$ cat src/source/flash_rd_pkg.sv
// --------------------
// shared types for the octal-flash read path
// vector typedefs, request / info / beat structs
// receive and transmit state enums
// --------------------

package flash_rd_pkg;

   // returned data width
   localparam int DATA_W = 32;

   // widths with a meaning
   typedef logic [31:0]       flash_addr_t;
   typedef logic [DATA_W-1:0] data_t;
   typedef logic [7:0]        axi_len_t;
   typedef logic [1:0]        btype_t;
   typedef logic [2:0]        bsize_t;
   typedef logic [3:0]        addr_lsb_t;
   // beats = axi_len + 1, needs one bit more
   typedef logic [8:0]        beat_cnt_t;

   // --------------------
   // host read request
   typedef struct packed {
      flash_addr_t addr;
      axi_len_t    axi_len;
      btype_t      btype;
      bsize_t      bsize;
      logic        cont;
      logic        error;
   } rd_req_t;

   // burst info handed to the read-data side
   typedef struct packed {
      addr_lsb_t addr_lsb;
      axi_len_t  axi_len;
      btype_t    btype;
      bsize_t    bsize;
      logic      err;
   } rd_info_t;

   // beat returned to the host
   typedef struct packed {
      data_t data;
      logic  last;
      logic  err;
   } rd_beat_t;

   // --------------------
   typedef enum logic [1:0] {RCV_IDLE, RD_PROGRS, CONT_RD_PROGRS} rcv_state_e;
   typedef enum logic [1:0] {XMIT_IDLE, CMD, HOLD} xmit_state_e;

endpackage

$ cat src/source/rcv_cntrl.sv
// --------------------
// receive controller
// sequences fresh and continuous reads
// decides end of burst, drives rd_start / rd_done
// --------------------

`timescale 1ns/1ps
module rcv_cntrl
   (
   input  logic                    mem_clk,
   input  logic                    reset_n,
   // host request side
   input  logic                    xfer_valid,
   input  flash_rd_pkg::rd_req_t   req,
   // from transmit engine, pulse
   input  logic                    xmittr_ack,
   // host data handshake, seen for last beat
   input  logic                    rdata_valid,
   input  logic                    rdata_last,
   input  logic                    rdata_ack,
   // abort sources
   input  logic                    dqs_timeout,
   input  logic                    illegal_instrn_err,
   // to transmit engine, ends chip select
   output logic                    rd_done,
   // to acknowledge resolver
   output logic                    cont_rd_ack,
   // to read-data controller
   output logic                    rd_start,
   output flash_rd_pkg::rd_info_t  rd_info
   );

   flash_rd_pkg::rcv_state_e state, next_state;

   logic next_rd_done;
   logic err_xfer, next_err_xfer;
   logic dqs_to_reg, next_dqs_to_reg;
   logic illegal_d1, illegal_reg, next_illegal_reg;
   logic illegal_redge;
   logic in_burst, last_beat, abort, cont_ok;

   // burst info comes straight from the held request
   assign rd_info.addr_lsb = req.addr[3:0];
   assign rd_info.axi_len  = req.axi_len;
   assign rd_info.btype    = req.btype;
   assign rd_info.bsize    = req.bsize;
   assign rd_info.err      = req.error;

   assign illegal_redge = illegal_instrn_err & ~illegal_d1;
   assign in_burst      = (state != flash_rd_pkg::RCV_IDLE);
   assign last_beat     = in_burst & rdata_valid & rdata_last & rdata_ack;

   // timeout or illegal instruction, registered or arriving now
   assign abort = dqs_to_reg | dqs_timeout | illegal_reg | illegal_redge;

   // follow-on request allowed only on a clean burst
   assign cont_ok = xfer_valid & req.cont & ~req.error & ~err_xfer & ~abort;

   assign cont_rd_ack = last_beat & cont_ok;
   assign rd_start    = ((state == flash_rd_pkg::RCV_IDLE) & xfer_valid & xmittr_ack)
                        | cont_rd_ack;

   // --------------------
   // state and event registers
   always_ff @(posedge mem_clk or negedge reset_n)
   begin
      if (!reset_n)
      begin
         state       <= flash_rd_pkg::RCV_IDLE;
         rd_done     <= 1'b0;
         err_xfer    <= 1'b0;
         dqs_to_reg  <= 1'b0;
         illegal_d1  <= 1'b0;
         illegal_reg <= 1'b0;
      end
      else
      begin
         state       <= next_state;
         rd_done     <= next_rd_done;
         err_xfer    <= next_err_xfer;
         dqs_to_reg  <= next_dqs_to_reg;
         illegal_d1  <= illegal_instrn_err;
         illegal_reg <= next_illegal_reg;
      end
   end

   // --------------------
   // next state
   always_comb
   begin
      next_state       = state;
      next_rd_done     = 1'b0;
      next_err_xfer    = err_xfer;
      next_dqs_to_reg  = dqs_to_reg;
      next_illegal_reg = illegal_reg;

      case (state)
         flash_rd_pkg::RCV_IDLE:
         begin
            // fresh read, latch the decode error
            if (xfer_valid & xmittr_ack)
            begin
               next_state    = flash_rd_pkg::RD_PROGRS;
               next_err_xfer = req.error;
            end
         end
         flash_rd_pkg::RD_PROGRS, flash_rd_pkg::CONT_RD_PROGRS:
         begin
            // events held until the burst ends
            next_dqs_to_reg  = dqs_to_reg | dqs_timeout;
            next_illegal_reg = illegal_reg | illegal_redge;
            if (last_beat)
            begin
               next_dqs_to_reg  = 1'b0;
               next_illegal_reg = 1'b0;
               if (cont_ok)
               begin
                  // chip select stays low, next burst runs on
                  next_state    = flash_rd_pkg::CONT_RD_PROGRS;
                  next_err_xfer = 1'b0;
               end
               else
               begin
                  next_state   = flash_rd_pkg::RCV_IDLE;
                  next_rd_done = 1'b1;
               end
            end
         end
         default:
         begin
            next_state = flash_rd_pkg::RCV_IDLE;
         end
      endcase
   end

endmodule

$ cat src/source/xmit_engine.sv
// --------------------
// transmit engine
// command phase timing, chip select, command address
// --------------------

`timescale 1ns/1ps
module xmit_engine
   #(
   parameter int CMD_CYCLES = 8
   )
   (
   input  logic                     mem_clk,
   input  logic                     reset_n,
   input  logic                     xfer_valid,
   input  flash_rd_pkg::rd_req_t    req,
   input  logic                     rd_done,
   output logic                     xmittr_ack,
   output logic                     ce,
   output flash_rd_pkg::flash_addr_t cmd_addr
   );

   localparam int CNT_W = $clog2(CMD_CYCLES + 1);
   localparam logic [CNT_W-1:0] CMD_LAST = CNT_W'(CMD_CYCLES);

   flash_rd_pkg::xmit_state_e state;
   logic [CNT_W-1:0]          cmd_cnt;
   flash_rd_pkg::flash_addr_t addr_q;

   // ack lands exactly CMD_CYCLES after the request cycle
   assign xmittr_ack = (state == flash_rd_pkg::CMD) && (cmd_cnt == CMD_LAST);
   assign cmd_addr   = addr_q;

   always_ff @(posedge mem_clk or negedge reset_n)
   begin
      if (!reset_n)
      begin
         state   <= flash_rd_pkg::XMIT_IDLE;
         cmd_cnt <= '0;
         ce      <= 1'b1;
      end
      else
      begin
         case (state)
            flash_rd_pkg::XMIT_IDLE:
            begin
               // chip select low one cycle after the request
               if (xfer_valid)
               begin
                  state   <= flash_rd_pkg::CMD;
                  cmd_cnt <= CNT_W'(1);
                  ce      <= 1'b0;
               end
            end
            flash_rd_pkg::CMD:
            begin
               if (xmittr_ack)
                  state <= flash_rd_pkg::HOLD;
               else
                  cmd_cnt <= cmd_cnt + 1'b1;
            end
            flash_rd_pkg::HOLD:
            begin
               // hold through continuous reads
               if (rd_done)
               begin
                  state <= flash_rd_pkg::XMIT_IDLE;
                  ce    <= 1'b1;
               end
            end
            default:
            begin
               state <= flash_rd_pkg::XMIT_IDLE;
               ce    <= 1'b1;
            end
         endcase
      end
   end

   // address captured with the request
   always_ff @(posedge mem_clk)
   begin
      if ((state == flash_rd_pkg::XMIT_IDLE) && xfer_valid)
         addr_q <= req.addr;
   end

endmodule

$ cat src/source/dqs_watchdog.sv
// --------------------
// dqs watchdog
// flags a flash that stopped strobing
// --------------------

`timescale 1ns/1ps
module dqs_watchdog
   #(
   parameter int DQS_LIMIT = 64
   )
   (
   input  logic mem_clk,
   input  logic reset_n,
   input  logic dqs,
   input  logic beat_expected,
   output logic dqs_timeout
   );

   localparam int CNT_W = $clog2(DQS_LIMIT + 1);
   localparam logic [CNT_W-1:0] CNT_LIMIT = CNT_W'(DQS_LIMIT);
   localparam logic [CNT_W-1:0] CNT_LAST  = CNT_W'(DQS_LIMIT - 1);

   logic             dqs_s1, dqs_s2, dqs_s3;
   logic [CNT_W-1:0] idle_cnt;
   logic             level_change;

   assign level_change = dqs_s2 ^ dqs_s3;

   always_ff @(posedge mem_clk or negedge reset_n)
   begin
      if (!reset_n)
      begin
         dqs_s1      <= 1'b0;
         dqs_s2      <= 1'b0;
         dqs_s3      <= 1'b0;
         idle_cnt    <= '0;
         dqs_timeout <= 1'b0;
      end
      else
      begin
         // two-flop sync plus edge history
         dqs_s1 <= dqs;
         dqs_s2 <= dqs_s1;
         dqs_s3 <= dqs_s2;
         // saturates at the limit, so only one pulse per stall
         if (!beat_expected || level_change)
            idle_cnt <= '0;
         else if (idle_cnt != CNT_LIMIT)
            idle_cnt <= idle_cnt + 1'b1;
         dqs_timeout <= beat_expected && !level_change && (idle_cnt == CNT_LAST);
      end
   end

endmodule

$ cat src/source/rdata_ctrl.sv
// --------------------
// read-data controller
// beat capture on dqs changes, 4-entry buffer
// last / err flags, host data handshake, timeout fill
// --------------------

`timescale 1ns/1ps
module rdata_ctrl
   (
   input  logic                     mem_clk,
   input  logic                     reset_n,
   input  logic                     rd_start,
   input  flash_rd_pkg::rd_info_t   rd_info,
   input  logic                     dqs,
   input  flash_rd_pkg::data_t      dq,
   input  logic                     dqs_timeout,
   input  logic                     rdata_ack,
   output logic                     rdata_valid,
   output flash_rd_pkg::rd_beat_t   rdata,
   output logic                     beat_expected,
   output logic                     rx_ready
   );

   localparam int DEPTH = 4;

   // sync stages, dq kept in step with dqs
   logic                dqs_s1, dqs_s2, dqs_s3;
   flash_rd_pkg::data_t dq_s1, dq_s2;

   flash_rd_pkg::data_t fifo_data [DEPTH];
   logic [DEPTH-1:0]    fifo_err;
   logic [1:0]          wr_ptr, rd_ptr;
   logic [2:0]          fill;

   flash_rd_pkg::beat_cnt_t cap_left, out_left;
   logic       gen_mode, burst_err, ready_q;
   logic       cap_push, gen_push, push, pop;
   logic [1:0] inflight;
   logic [3:0] occupancy;

   // --------------------
   // capture / fill decisions
   assign cap_push = (dqs_s2 ^ dqs_s3) && (cap_left != '0) && !gen_mode;
   assign gen_push = gen_mode && (cap_left != '0) && (fill != 3'd4);
   assign push     = cap_push | gen_push;
   assign pop      = rdata_valid & rdata_ack;

   // strobes not yet counted, incl. one the flash may have sent last cycle
   assign inflight  = {1'b0, dqs_s1 ^ dqs_s2} + {1'b0, dqs_s2 ^ dqs_s3} + {1'b0, ready_q};
   assign occupancy = {1'b0, fill} + {2'b00, inflight};

   // flash may send one change per cycle seen with rx_ready high
   assign rx_ready      = !gen_mode && (cap_left > {7'd0, inflight}) && (occupancy < 4'd4);
   assign beat_expected = !gen_mode && (cap_left != '0) && (fill != 3'd4);

   // head of buffer to host
   assign rdata_valid = (fill != 3'd0);
   assign rdata.data  = fifo_data[rd_ptr];
   assign rdata.last  = (out_left == 9'd1);
   assign rdata.err   = fifo_err[rd_ptr];

   always_ff @(posedge mem_clk or negedge reset_n)
   begin
      if (!reset_n)
      begin
         dqs_s1    <= 1'b0;
         dqs_s2    <= 1'b0;
         dqs_s3    <= 1'b0;
         wr_ptr    <= '0;
         rd_ptr    <= '0;
         fill      <= '0;
         cap_left  <= '0;
         out_left  <= '0;
         gen_mode  <= 1'b0;
         burst_err <= 1'b0;
         ready_q   <= 1'b0;
      end
      else
      begin
         dqs_s1  <= dqs;
         dqs_s2  <= dqs_s1;
         dqs_s3  <= dqs_s2;
         ready_q <= rx_ready;
         if (push)
            wr_ptr <= wr_ptr + 1'b1;
         if (pop)
            rd_ptr <= rd_ptr + 1'b1;
         fill <= fill + 3'(push) - 3'(pop);
         // beat counters reload per burst, also on a continuous read
         if (rd_start)
         begin
            cap_left  <= {1'b0, rd_info.axi_len} + 9'd1;
            out_left  <= {1'b0, rd_info.axi_len} + 9'd1;
            burst_err <= rd_info.err;
         end
         else
         begin
            if (push)
               cap_left <= cap_left - 1'b1;
            if (pop)
               out_left <= out_left - 1'b1;
         end
         // stalled flash, make up the rest of the burst
         if (rd_start)
            gen_mode <= 1'b0;
         else if (dqs_timeout)
            gen_mode <= 1'b1;
         else if (cap_left == '0)
            gen_mode <= 1'b0;
      end
   end

   // data path, no reset
   always_ff @(posedge mem_clk)
   begin
      dq_s1 <= dq;
      dq_s2 <= dq_s1;
      if (push)
      begin
         fifo_data[wr_ptr] <= gen_push ? '0 : dq_s2;
         fifo_err[wr_ptr]  <= gen_mode | burst_err;
      end
   end

endmodule

$ cat src/source/flash_rd_top.sv
// --------------------
// octal-flash read path top
// connects transmit, receive, watchdog and read-data blocks
// --------------------

`timescale 1ns/1ps
module flash_rd_top
   #(
   parameter int CMD_CYCLES = 8,
   parameter int DQS_LIMIT  = 64
   )
   (
   input  logic                      mem_clk,
   input  logic                      reset_n,
   // host request
   input  logic                      xfer_valid,
   input  flash_rd_pkg::rd_req_t     req,
   output logic                      xfer_ack,
   // host data
   output logic                      rdata_valid,
   output flash_rd_pkg::rd_beat_t    rdata,
   input  logic                      rdata_ack,
   // flash side
   output logic                      ce,
   output flash_rd_pkg::flash_addr_t cmd_addr,
   input  logic                      dqs,
   input  flash_rd_pkg::data_t       dq,
   output logic                      rx_ready,
   input  logic                      illegal_instrn_err
   );

   logic                   xmittr_ack;
   logic                   cont_rd_ack;
   logic                   rd_start;
   logic                   rd_done;
   logic                   dqs_timeout;
   logic                   beat_expected;
   flash_rd_pkg::rd_info_t rd_info;

   // fresh read acked by the engine, follow-on by the receive side
   assign xfer_ack = xmittr_ack | cont_rd_ack;

   xmit_engine #(
      .CMD_CYCLES (CMD_CYCLES)
   ) u_xmit_engine (
      .mem_clk    (mem_clk),
      .reset_n    (reset_n),
      .xfer_valid (xfer_valid),
      .req        (req),
      .rd_done    (rd_done),
      .xmittr_ack (xmittr_ack),
      .ce         (ce),
      .cmd_addr   (cmd_addr)
   );

   rcv_cntrl u_rcv_cntrl (
      .mem_clk            (mem_clk),
      .reset_n            (reset_n),
      .xfer_valid         (xfer_valid),
      .req                (req),
      .xmittr_ack         (xmittr_ack),
      .rdata_valid        (rdata_valid),
      .rdata_last         (rdata.last),
      .rdata_ack          (rdata_ack),
      .dqs_timeout        (dqs_timeout),
      .illegal_instrn_err (illegal_instrn_err),
      .rd_done            (rd_done),
      .cont_rd_ack        (cont_rd_ack),
      .rd_start           (rd_start),
      .rd_info            (rd_info)
   );

   dqs_watchdog #(
      .DQS_LIMIT (DQS_LIMIT)
   ) u_dqs_watchdog (
      .mem_clk       (mem_clk),
      .reset_n       (reset_n),
      .dqs           (dqs),
      .beat_expected (beat_expected),
      .dqs_timeout   (dqs_timeout)
   );

   rdata_ctrl u_rdata_ctrl (
      .mem_clk       (mem_clk),
      .reset_n       (reset_n),
      .rd_start      (rd_start),
      .rd_info       (rd_info),
      .dqs           (dqs),
      .dq            (dq),
      .dqs_timeout   (dqs_timeout),
      .rdata_ack     (rdata_ack),
      .rdata_valid   (rdata_valid),
      .rdata         (rdata),
      .beat_expected (beat_expected),
      .rx_ready      (rx_ready)
   );

endmodule

$ cat config.mk
export PLATFORM = sky130hd
export DESIGN_NAME = flash_rd_top
export DESIGN_NICKNAME = d
export VERILOG_FILES = /design/src/source/flash_rd_pkg.sv /design/src/source/rcv_cntrl.sv /design/src/source/xmit_engine.sv /design/src/source/dqs_watchdog.sv /design/src/source/rdata_ctrl.sv /design/src/source/flash_rd_top.sv
export SDC_FILE = /design/constraint.sdc
export NUM_CORES = 1
export LEC_CHECK = 0
export ABC_AREA = 1
export BUFFER_PORTS_ARGS = -buffer_cell sky130_fd_sc_hd__buf_2
export CAP_MARGIN = 20
export CORE_MARGIN = 4
export CORE_UTILIZATION = 60
export DETAILED_ROUTE_END_ITERATION = 8
export HOLD_SLACK_MARGIN = 0.15
export PLACE_DENSITY_LB_ADDON = 0.3
export SETUP_SLACK_MARGIN = 0.2
export SLEW_MARGIN = 20
export SYNTH_ARGS = -nofsm -noshare
export SYNTH_HDL_FRONTEND = slang
export SYNTH_SLANG_ARGS = --single-unit
$ cat constraint.sdc
create_clock -name mem_clk -period 7.2 [get_ports mem_clk]
set_input_delay 1.8 -clock mem_clk [delete_from_list [all_inputs] [get_ports mem_clk]]
set_output_delay 1.8 -clock mem_clk [all_outputs]
set_load 0.01 [all_outputs]
==> metrics.md, run 1 <==
| Metric | Value |
|---|---|
| GPL Wtd Cong | 0.861 |
| Delay-heaviest family, CP | simple AND/OR/NAND/NOR gates |
| Die Area | 20100 sq um |
| Slew @ Worst Pin | 1.07 ns |
| Root Driver | clkbuf_16 |
| Initial Util | 0.616 |
| CP arrival | 2.87 ns |
| Max-Cap Viols | 0 |
| Die W | 142 um |
| Skew final | 0.00715 ns |
| Min Tclk post-route | 4.67 ns |
| Final antenna-violating net count | 0 |
| Vias in the first global route | 6676 |
| GRT Total Usage | 0.197 |
| FF-to-FF setup slack | 3.82 ns |
| Worst rel slew slack | 0.288 |
| Global-route wire length before repair | 32000 um |
| Clock Tree Buf Depth | 3 |
| Max H-tree Level | 1 |
| Synth Area in Compound Gates | 0.0630 |
| Cell Area, Synth | 10700 sq um |
| Synth Register Bits | 281 |
| Synth Area in Adders | 0.0282 |
| Mean Syn Cell Area | 11.7 sq um |
| Initial antenna violation count | 1 |
| Commonest cells after routing, fill and taps aside | edfxtp_1, nand2_1, buf_2 |
| Crit end category | primary output |
| CP most frequent cell | buf_2 |
| Status | completed |
| Final setup viols | 0 |
| Seq/Total Area, Yosys | 0.703 |
| Port Buf Inserts | 149 |
| Startpoint types | primary input |
| DR vias/cell | 5.21 |
| RSZ-0062 raised after global routing | no |
| Largest family of logic cells by synthesized area | simple AND/OR/NAND/NOR gates |
| PD cells | 409 nW/um^2 |
| Layout Nets | 1182 |
| Routed len/inst | 15.2 um |
| CP Class | primary input to primary output |
| DIE HEIGHT | 142 um |
| Wirelength, routed | 20000 um |
| Fillers | 1156 |
| Crit path from | req[0] |
| Worst-Skew Late Latency | 0.52 ns |
| Synthesized Nets | 1023 |
| Worst EP required | 5.40 ns |
| Synth warnings | 0 |
| Residual DRC | 0 |
| Crit-path cells | buf_2, nor2_1, nand3_1, nor2_4, nand3_4, nand2_1, buf_2 |
| Io pins | 155 |
| Hpwl dp | 12500 um |
| Total Power Consumption | 5.22 mW |
| Clock Sink Count | 281 |
| Hold Path Origin | u_rdata_ctrl.dq_s1[26]$_DFF_P_ |
| Post-CTS setup buffer count | 0 |
| CTS tree | done |
| Cts hold-fix bufs | 0 |
| Via count | 6877 |
| Final Max Slew Viols | 0 |
| FF-to-FF Start | u_rdata_ctrl.cap_left[0]$_DFFE_PN0P_ |
| Final period util | 0.648 |
| Setup TNS | 0 ns |
| Post_cts resized | 0 |
| TritonCTS Buffers | 27 |
| Core area | 17400 sq um |
| Total grt overflow | 0 |
| Min-Delay Path Class | flop to flop |
| Maximum clock frequency | 214 MHz |
| Initial drt markers | 435 |
| Clk slew on worst S/H paths | 0.06 ns |
| Number of stages on the worst setup path | 7 |
| Flip-flop count of the largest register after layout | 128 |
| 1st-pass router iterations | 5 |
| Yosys cell types | 38 |
| Simple-gate share of the synthesized area | 0.139 |
| Most common cell after layout, fill and taps aside | edfxtp_1 |
| Mapped Cells | 915 |
| Worst Path Max Fanout | 19 |
| Slowest CP cell | nand3_4 |
| Leak Pwr | 5.52 nW |
| Share of cells above drive strength 1 | 0.215 |
| Antenna fix cells | 0 |
| Mux cell area share after synthesis | 0 |
| Final hold viol count | 0 |
| Row count | 48 |
| WP buf/inv | 2 |
| Max incr delay on CP | 0.25 ns |
| Largest Register | u_rdata_ctrl.fifo_data |
| Largest net degree at the start of global routing | 69 |
| R2r worst-path depth | 10 |
| Layout area overhead | 19.1% |
| VDD IR max | 0.000297 V |
| Worst reg2reg endpoint | u_rdata_ctrl.fifo_data[2][5]$_DFFE_PP_ |
| Synth Area in XOR/XNOR | 0.0221 |
| Crit path to | xfer_ack |
-- layout make-up --
class	count	area [sq um]	area share
inverter	96	360	0.0282
tap	225	282	0.0221
multi-input combinational	511	2730	0.214
timing repair buffer	157	893	0.0700
clock inverter	9	126	0.00990
clock buffer	41	835	0.0654
sequential	281	7540	0.590
-- per-layer routing --
metal  GRT usage  vias to the layer above  wire [um]  part of all wire
li1            -                     3386          -                 -
met1       0.254                     3266       8240              0.41
met2       0.339                      183      10200              0.51
met3      0.0408                       40       1190             0.059
met4      0.0601                        2        378             0.019
met5           0                        -         13           0.00065
-- worst min path at each step --
| stage | end | cells past startpoint |
|---|---|---|
| final | u_rdata_ctrl.dq_s2[26]$_DFF_P_ | 0 |
| after global placement | u_rdata_ctrl.dq_s2[16]$_DFF_P_ | 0 |
| after global routing | u_rdata_ctrl.dq_s2[2]$_DFF_P_ | 0 |
| after detailed placement | u_rdata_ctrl.dq_s2[2]$_DFF_P_ | 0 |
| after floorplan | u_rdata_ctrl.dq_s2[0]$_DFF_P_ | 0 |
| after CTS | u_rdata_ctrl.dq_s2[2]$_DFF_P_ | 0 |
-- through the flow --
step	util	setup slack, ns	hold slack [ns]	cells	area [sq um]
finish	0.733	2.53	0.325	1320	12800
global route	0.733	2.33	0.330	1320	12800
CTS	0.726	2.19	0.326	1315	12600
detailed placement	0.671	2.54	0.312	1265	11700
global placement	0.671	2.57	0.310	1265	11700
floorplan	-	2.80	0.310	915	10700
-- report_power, final --
| group | internal [mW] | switching, mW | total [mW] |
|---|---|---|---|
| Clock | 0.907 | 0.552 | 1.46 |
| Sequential | 2.04 | 0.187 | 2.23 |
| Combinational | 0.562 | 0.966 | 1.53 |
-- synthesized netlist by cell type (all sizes together) --
| cell | instances | share of area |
|---|---|---|
| a21oi | 9 | 0.0042 |
| xor2 | 21 | 0.017 |
| edfxtp | 164 | 0.46 |
| nand4 | 6 | 0.0049 |
| buf | 7 | 0.0044 |
| o211ai | 1 | 0.00070 |
| o21ai | 80 | 0.037 |
| dfxtp | 64 | 0.12 |
| nor3 | 4 | 0.0029 |
| and3 | 1 | 0.00058 |
| ha | 21 | 0.025 |
| nor2 | 121 | 0.046 |
| a311oi | 1 | 0.00082 |
| nand3b | 1 | 0.00070 |
| xnor2 | 6 | 0.0049 |
| a22oi | 1 | 0.00070 |
| nand3 | 42 | 0.022 |
| nor3b | 1 | 0.00070 |
| dfstp | 1 | 0.0025 |
| inv | 96 | 0.034 |
| o22ai | 33 | 0.019 |
| dfrtp | 52 | 0.12 |
| nand2 | 158 | 0.059 |
| fa | 2 | 0.0037 |
| or2 | 2 | 0.0012 |
| clkbuf | 20 | 0.0070 |
-- cell families after synthesis --
group / after synthesis
AND/OR/NAND/NOR: 336
flip-flops: 281
AO/OA/AOI/OAI: 125
buffers and inverters: 123
XOR/XNOR: 27
adder cells (fa/ha/maj): 23
Note: power is estimated with default switching activity, not from simulation.
==> run 2, diff against run 1 <==
ABC_AREA = 0   (was 1)
CORE_UTILIZATION = 51   (was 60)
clock period = 3.8 ns   (was 7.2 ns; I/O delays follow)
==> metrics.md, run 2 <==
| Metric | Value |
|---|---|
| Asr flop ratio synth | 0.189 (unchanged) |
| Met3 Usage GRT | 0.0374 (-0.00341) |
| Most common cell after layout, fill and taps aside | edfxtp_1 |
| Worst Path Max Fanout | 2 (-17) |
| VDD IR max | 0.000467 V (+57%) |
| Placed Area | 11300 sq um (-3.7%) |
| Final hold viol count | 0 (unchanged) |
| Cell Area, Synth | 10200 sq um (-5.0%) |
| RSZ-0062 raised after global routing | yes |
| Final setup viols | 0 (unchanged) |
| Max incr delay on CP | 0.56 ns (+0.31 ns) |
| Largest Register | u_rdata_ctrl.fifo_data |
| Final antenna-violating net count | 0 (unchanged) |
| Layout area overhead | 20.3% |
| Crit path from | u_dqs_watchdog.dqs_s3$_DFF_PN0_ |
| Worst reg2reg endpoint | u_rdata_ctrl.fill[2]$_DFF_PN0_ |
| Area leader, netlist | edfxtp_1 |
| Clk slew on worst S/H paths | 0.06 ns (about the same) |
| EDFF count, synth | 164 (unchanged) |
| GPL Wtd Cong | 0.829 (-3.7%) |
| Via count | 5413 (-21%) |
| Layout Cells excl Fill | 1055 (-20%) |
| Worst-Skew Late Latency | 0.53 ns (about the same) |
| Share of cells above drive strength 1 | 0.337 (+0.122) |
| Flip-flop count of the largest register after layout | 128 (unchanged) |
| CTS tree | done |
| Total Power Consumption | 10.4 mW (+100%) |
| Status | completed |
| Die W | 149 um (+5.4%) |
| CP arrival | 2.60 ns (-0.27 ns) |
| Grt met1 use | 0.229 (-0.0254) |
| Post-route design area | 12300 sq um (-4.0%) |
| Largest net degree at the start of global routing | 35 (-49%) |
| Most frequent cell after synthesis | edfxtp_1 |
| Worst rel slew slack | 0.369 (+0.0806) |
| Yosys cell types | 49 (+29%) |
| Synth Register Bits | 281 (unchanged) |
| Antenna fix cells | 0 (unchanged) |
| Skew final | 0.0148 ns (+0.00768 ns) |
| Min Tclk post-route | 3.55 ns |
| 1st-pass router iterations | 4 (-1) |
| Root Driver | clkbuf_16 |
| Commonest cells after routing, fill and taps aside | edfxtp_1, buf_2, dfxtp_1 |
| CP most frequent cell | inv_2 |
| Layout Nets | 876 (-26%) |
| Initial antenna violation count | 0 (-1) |
| Final period util | 0.934 |
| Crit end category | primary output |
| CP Class | flop to primary output |
| Hold WS | 0.324 ns (-0.000326 ns) |
| DIE HEIGHT | 149 um (+5.4%) |
| Initial Util | 0.522 (-0.0939) |
| FF-to-FF Start | u_rdata_ctrl.cap_left[5]$_DFFE_PN0P_ |
| Row count | 51 (+6.3%) |
| Slowest CP cell | fa_1 |
| PD cells | 851 nW/um^2 (+110%) |
| Crit-path cells | xor2_2, inv_2, fa_1, inv_2, ha_4, inv_2, a21oi_2, a21oi_2, nor3_2, a311oi_2, buf_2 |
| Seq/Total Area, Yosys | 0.740 (+0.0369) |
| Most Used Layer, Global Route | met2 |
| Hpwl dp | 12000 um (-3.9%) |
| R2r worst-path depth | 6 (-4) |
| Synthesized Nets | 704 (-31%) |
| Area contributors post-synth | edfxtp_1, dfrtp_1, dfxtp_1 |
| Min-Delay Path Class | flop to flop |
| Vias in the first global route | 5903 (-12%) |
| Mean Syn Cell Area | 17.1 sq um (+46%) |
| Crit path to | rx_ready |
| Total grt overflow | 0 (unchanged) |
| Residual DRC | 0 (unchanged) |
| Routed len/inst | 17.4 um (+15%) |
| Met2 Use GR | 0.292 (-0.0473) |
| Clock Sink Count | 281 (unchanged) |
| Leak Pwr | 4.80 nW (-13%) |
| Mapped Cells | 596 (-35%) |
| Synth warnings | 0 (unchanged) |
| Worst EP required | 2.85 ns (-2.55 ns) |
| Most frequent cells after synthesis | edfxtp_1, dfxtp_1, dfrtp_1, and2_1, mux4_2 |
| Global-route wire length before repair | 30600 um (-4.2%) |
| Startpoint types | flop |
| FF-to-FF setup slack | 1.25 ns (-2.57 ns) |
| Placed insts | 1000 (-21%) |
| TritonCTS Buffers | 28 (+3.7%) |
| Initial drt markers | 273 (-37%) |
| Final Max Slew Viols | 0 (unchanged) |
| Max-Cap Viols | 0 (unchanged) |
| Top cell type's share of synthesized area | 0.483 (+0.0241) |
| Maximum clock frequency | 282 MHz |
| GRT Total Usage | 0.170 (-0.0268) |
| Clock Tree Buf Depth | 3 (unchanged) |
| Slew @ Worst Pin | 0.947 ns (-0.119 ns) |
| Max H-tree Level | 1 (unchanged) |
| DR vias/cell | 5.13 (-1.5%) |
| Cts hold-fix bufs | 0 (unchanged) |
| Die Area | 22300 sq um (+11%) |
| Io pins | 155 (unchanged) |
| Hold path depth | 0 (unchanged) |
| Synth Flop Type | edfxtp_1 |
| Setup TNS | 0 ns (unchanged) |
| Core area | 19500 sq um (+12%) |
| Wirelength, routed | 18400 um (-8.1%) |
| Port Buf Inserts | 149 (unchanged) |
run 2: cell count changes after synthesis, sizes merged, moves of 33 or more:
cell   before  now
nor2      121   32
o21ai      80    1
o22ai      33    0
nand2     158   13
inv        96   23
and2        0   34
mux4        0   33
run 2: cell type report:
cell class,count,area [sq um]
clock buffer,35,757
inverter,23,86.3
clock inverter,17,168
sequential,281,7540
tap,265,332
multi-input combinational,273,2530
fill,1453,7270
timing repair buffer,161,848
run 2: what timing repair did:
action / in CTS / in global routing
pin swaps: 3 / 5
resized for setup: 1 / 11
setup buffers: 3 / 0
endpoints found under the setup margin: 1 / 1
run 2: cell families after synthesis:
logic type / after synthesis / share of synthesized area
adders and majority gates: 23 / 0.0297
AOI/OAI and AO/OA: 39 / 0.0236
and+or+nand+nor: 137 / 0.0771
muxes: 38 / 0.0796
buffers and inverters: 42 / 0.0194
DFF: 281 / 0.740
xor gates and xnor gates: 36 / 0.0310
run 2: worst min path at each step:
stage / slack (ns) / end / from
finish: 0.32 / u_rdata_ctrl.dq_s2[5]$_DFF_P_ / u_rdata_ctrl.dq_s1[5]$_DFF_P_
global route: 0.33 / u_rdata_ctrl.dq_s2[10]$_DFF_P_ / u_rdata_ctrl.dq_s1[10]$_DFF_P_
CTS: 0.33 / u_rdata_ctrl.dq_s2[5]$_DFF_P_ / u_rdata_ctrl.dq_s1[5]$_DFF_P_
detailed placement: 0.31 / u_rdata_ctrl.dq_s2[5]$_DFF_P_ / u_rdata_ctrl.dq_s1[5]$_DFF_P_
global placement: 0.31 / u_rdata_ctrl.dq_s2[26]$_DFF_P_ / u_rdata_ctrl.dq_s1[26]$_DFF_P_
floorplan: 0.31 / u_rdata_ctrl.dq_s2[0]$_DFF_P_ / u_rdata_ctrl.dq_s1[0]$_DFF_P_
run 2: stage by stage:
stage | utilization | worst slack (ns)
floorplan | - | 0.816
global placement | 0.576 | 0.647
detailed placement | 0.576 | 0.637
CTS | 0.625 | 0.113
global route | 0.628 | 0.131
finish | 0.628 | 0.251
run 2: power breakdown:
group / total (mW) / internal [mW] / switching (mW)
sequential: 4.86 / 4.41 / 0.456
combinational: 2.87 / 1.30 / 1.57
clock: 2.70 / 1.61 / 1.09
run 2: worst max-delay path: cells and delay by family (launching register included):
family | cells | cell delay, ns
xor+xnor | 1 | 0.20
fa+ha+maj | 2 | 0.71
compound gates | 3 | 0.36
buf+inv | 4 | 0.35
flops | 1 | 0.40
simple gates | 1 | 0.06
run 2: per-layer routing:
metal / routed length (um) / up-vias / part of all wire
met5: 0 / - / 0
met4: 344 / 0 / 0.019
met3: 1120 / 31 / 0.061
met2: 9360 / 158 / 0.51
met1: 7570 / 2675 / 0.41
li1: - / 2549 / -
==> run 3, diff against run 2 <==
==> constraint.sdc (replaced) <==
create_clock -name mem_clk -period 3.8 [get_ports mem_clk]
set_input_delay 0 -clock mem_clk [delete_from_list [all_inputs] [get_ports mem_clk]]
set_output_delay 0 -clock mem_clk [all_outputs]
set_load 0.01 [all_outputs]
==> metrics.md, run 3 (synthesis results as in run 2) <==
| Metric | Value |
|---|---|
| Worst-Skew Late Latency | 0.54 ns (about the same) |
| Combinational share of power | 0.270 (-0.005) |
| Max-Cap Viols | 0 (unchanged) |
| Initial drt markers | 285 (+4.4%) |
| VDD IR max | 0.000479 V (+2.7%) |
| Initial Util | 0.522 (unchanged) |
| Clock Sink Count | 281 (unchanged) |
| CP arrival | 3.31 ns (+0.71 ns) |
| Final Max Slew Viols | 0 (unchanged) |
| Global-route wire length before repair | 32700 um (+6.8%) |
| Maximum clock frequency | 346 MHz (+23%) |
| Die Area | 22300 sq um (unchanged) |
| Clock Tree Buf Depth | 3 (unchanged) |
| Hold path depth | 2 (+2) |
| Initial antenna violation count | 0 (unchanged) |
| Layout Cells excl Fill | 1169 (+11%) |
| Reg power frac | 0.469 (+0.003) |
| Min-Delay Path Class | primary input to flop |
| Setup TNS | 0 ns (unchanged) |
| Wirelength, routed | 20200 um (+10%) |
| Post-CTS setup buffer count | 0 (-3) |
| Worst Path Max Fanout | 15 (+13) |
| Core area | 19500 sq um (unchanged) |
| Total grt overflow | 0 (unchanged) |
| DR vias/cell | 5.07 (-1.2%) |
| Io pins | 155 (unchanged) |
| Total Power Consumption | 10.5 mW (+0.47%) |
| Row count | 51 (unchanged) |
| RSZ-0062 raised after global routing | no |
| DIE HEIGHT | 149 um (unchanged) |
| 1st-pass router iterations | 4 (unchanged) |
| Commonest cells after routing, fill and taps aside | edfxtp_1, buf_2, dlygate4sd3_1 |
| Worst EP required | 4.22 ns (+1.37 ns) |
| Final hold viol count | 0 (unchanged) |
| GPL Wtd Cong | 0.790 (-4.7%) |
| Cts hold-fix bufs | 120 (+120) |
| Fillers | 1342 (-7.6%) |
| Final setup viols | 0 (unchanged) |
| TritonCTS Buffers | 28 (unchanged) |
| Status | completed |
| Min Tclk post-route | 2.89 ns (-0.659 ns) |
| Placed insts | 997 (-0.30%) |
| Flip-flop count of the largest register after layout | 128 (unchanged) |
| Routed len/inst | 17.3 um (-0.77%) |
| Clk slew on worst S/H paths | 0.06 ns (about the same) |
| Slew @ Worst Pin | 0.924 ns (-0.0234 ns) |
| Final antenna-violating net count | 0 (unchanged) |
| Port Buf Inserts | 149 (unchanged) |
| Antenna fix cells | 0 (unchanged) |
| FF-to-FF setup slack | 0.91 ns (-0.34 ns) |
| Die W | 149 um (unchanged) |
| Skew final | 0.0145 ns (-0.000303 ns) |
| Final period util | 0.761 (-0.173) |
| Pint | 7.35 mW (+0.51%) |
| Clk pwr share | 0.261 (+0.002) |
| Startpoint types | flop |
| GRT Total Usage | 0.185 (+0.0151) |
| Root Driver | clkbuf_16 |
| Crit end category | flop |
| Layout area overhead | 30.8% |
| R2r worst-path depth | 6 (unchanged) |
| Sw frac | 0.298 (-0.000302) |
| P_sw | 3.13 mW (+0.37%) |
| Hold WS | 0.171 ns (-0.154 ns) |
| Most common cell after layout, fill and taps aside | edfxtp_1 |
| CP Class | flop to flop |
| Via count | 5923 (+9.4%) |
| Layout Nets | 990 (+13%) |
| Share of cells above drive strength 1 | 0.278 (-0.0591) |
| Residual DRC | 0 (unchanged) |
| Largest Register | u_rdata_ctrl.fifo_data |
| CTS tree | done |
| Largest net degree at the start of global routing | 37 (+5.7%) |
| Post_cts resized | 0 (-1) |
| Hpwl dp | 11700 um (-2.9%) |
| Max H-tree Level | 1 (unchanged) |
| PD cells | 786 nW/um^2 (-7.6%) |
| Worst rel slew slack | 0.384 (+0.0156) |
| Leak Pwr | 5.26 nW (+9.6%) |
| Vias in the first global route | 6414 (+8.7%) |
| Final Core Density | 0.682 (+0.0548) |
==> run 3: changes by cell type in the layout (fill, tap and decap cells not counted), moves of 4 or more <==
| cell | delta |
|---|---|
| clkinv_2 | +4 |
| clkbuf_1 | +4 |
| clkinv_1 | -5 |
| buf_4 | -5 |
| dlygate4sd3_1 | +119 |
==> run 3: critical path: stages, from the launching register on <==
cell	delay, ns
dfrtp_1	0.41
nor4_1	0.55
nand4b_1	0.59
and2_1	0.46
ha_1	0.24
fa_1	0.38
xnor2_1	0.14
==> run 3: path summary, 6_finish.rpt <==
kind                                                        endpoint                            startpoint
worst max register to register        u_rdata_ctrl.fill[2]$_DFF_PN0_  u_rdata_ctrl.cap_left[5]$_DFFE_PN0P_
worst max-delay path                  u_rdata_ctrl.fill[2]$_DFF_PN0_  u_rdata_ctrl.cap_left[5]$_DFFE_PN0P_
worst min register to register        u_rdata_ctrl.dq_s2[26]$_DFF_P_        u_rdata_ctrl.dq_s1[26]$_DFF_P_
min in group asynchronous           u_rcv_cntrl.err_xfer$_DFFE_PN0P_                               reset_n
max in group asynchronous            u_dqs_watchdog.dqs_s2$_DFF_PN0_                               reset_n
worst min-delay path            u_xmit_engine.cmd_addr[17]$_DFFE_PP_                               req[32]
==> run 3: area by class of cell <==
class | count | area, sq um | share of cell area
timing repair buffer | 275 | 1990 | 0.149
sequential | 281 | 7540 | 0.565
inverter | 23 | 86.3 | 0.00648
multi-input combinational | 273 | 2460 | 0.185
tap | 265 | 332 | 0.0249
clock buffer | 36 | 731 | 0.0548
clock inverter | 16 | 190 | 0.0143
==> run 3: per-stage QoR <==
stage,area (sq um),setup slack (ns)
floorplan,10200,0.208
global placement,11200,1.05
finish,13300,0.909
CTS,13300,0.850
detailed placement,11200,0.946
global route,13300,0.686
==> run 3: power by group through the flow <==
stage | combinational, mW | clock, mW | sequential (mW)
6_report | 2.83 | 2.73 | 4.92
2_1_floorplan | 1.95 | 0 | 4.72
3_5_place_dp | 2.77 | 0 | 4.99
4_1_cts | 2.88 | 2.79 | 4.94
3_3_place_gp | 2.68 | 0 | 4.91
5_1_grt | 3.14 | 2.93 | 5.04
==> run 3: metal layers <==
metal  vias up  GRT usage  share of wire  wire length [um]
met5         -          0              0                 0
met4         0     0.0453          0.024               488
met3        42     0.0435          0.057              1160
met2       165      0.323           0.51             10200
met1      2940      0.237           0.41              8350
li1       2776          -              -                 -
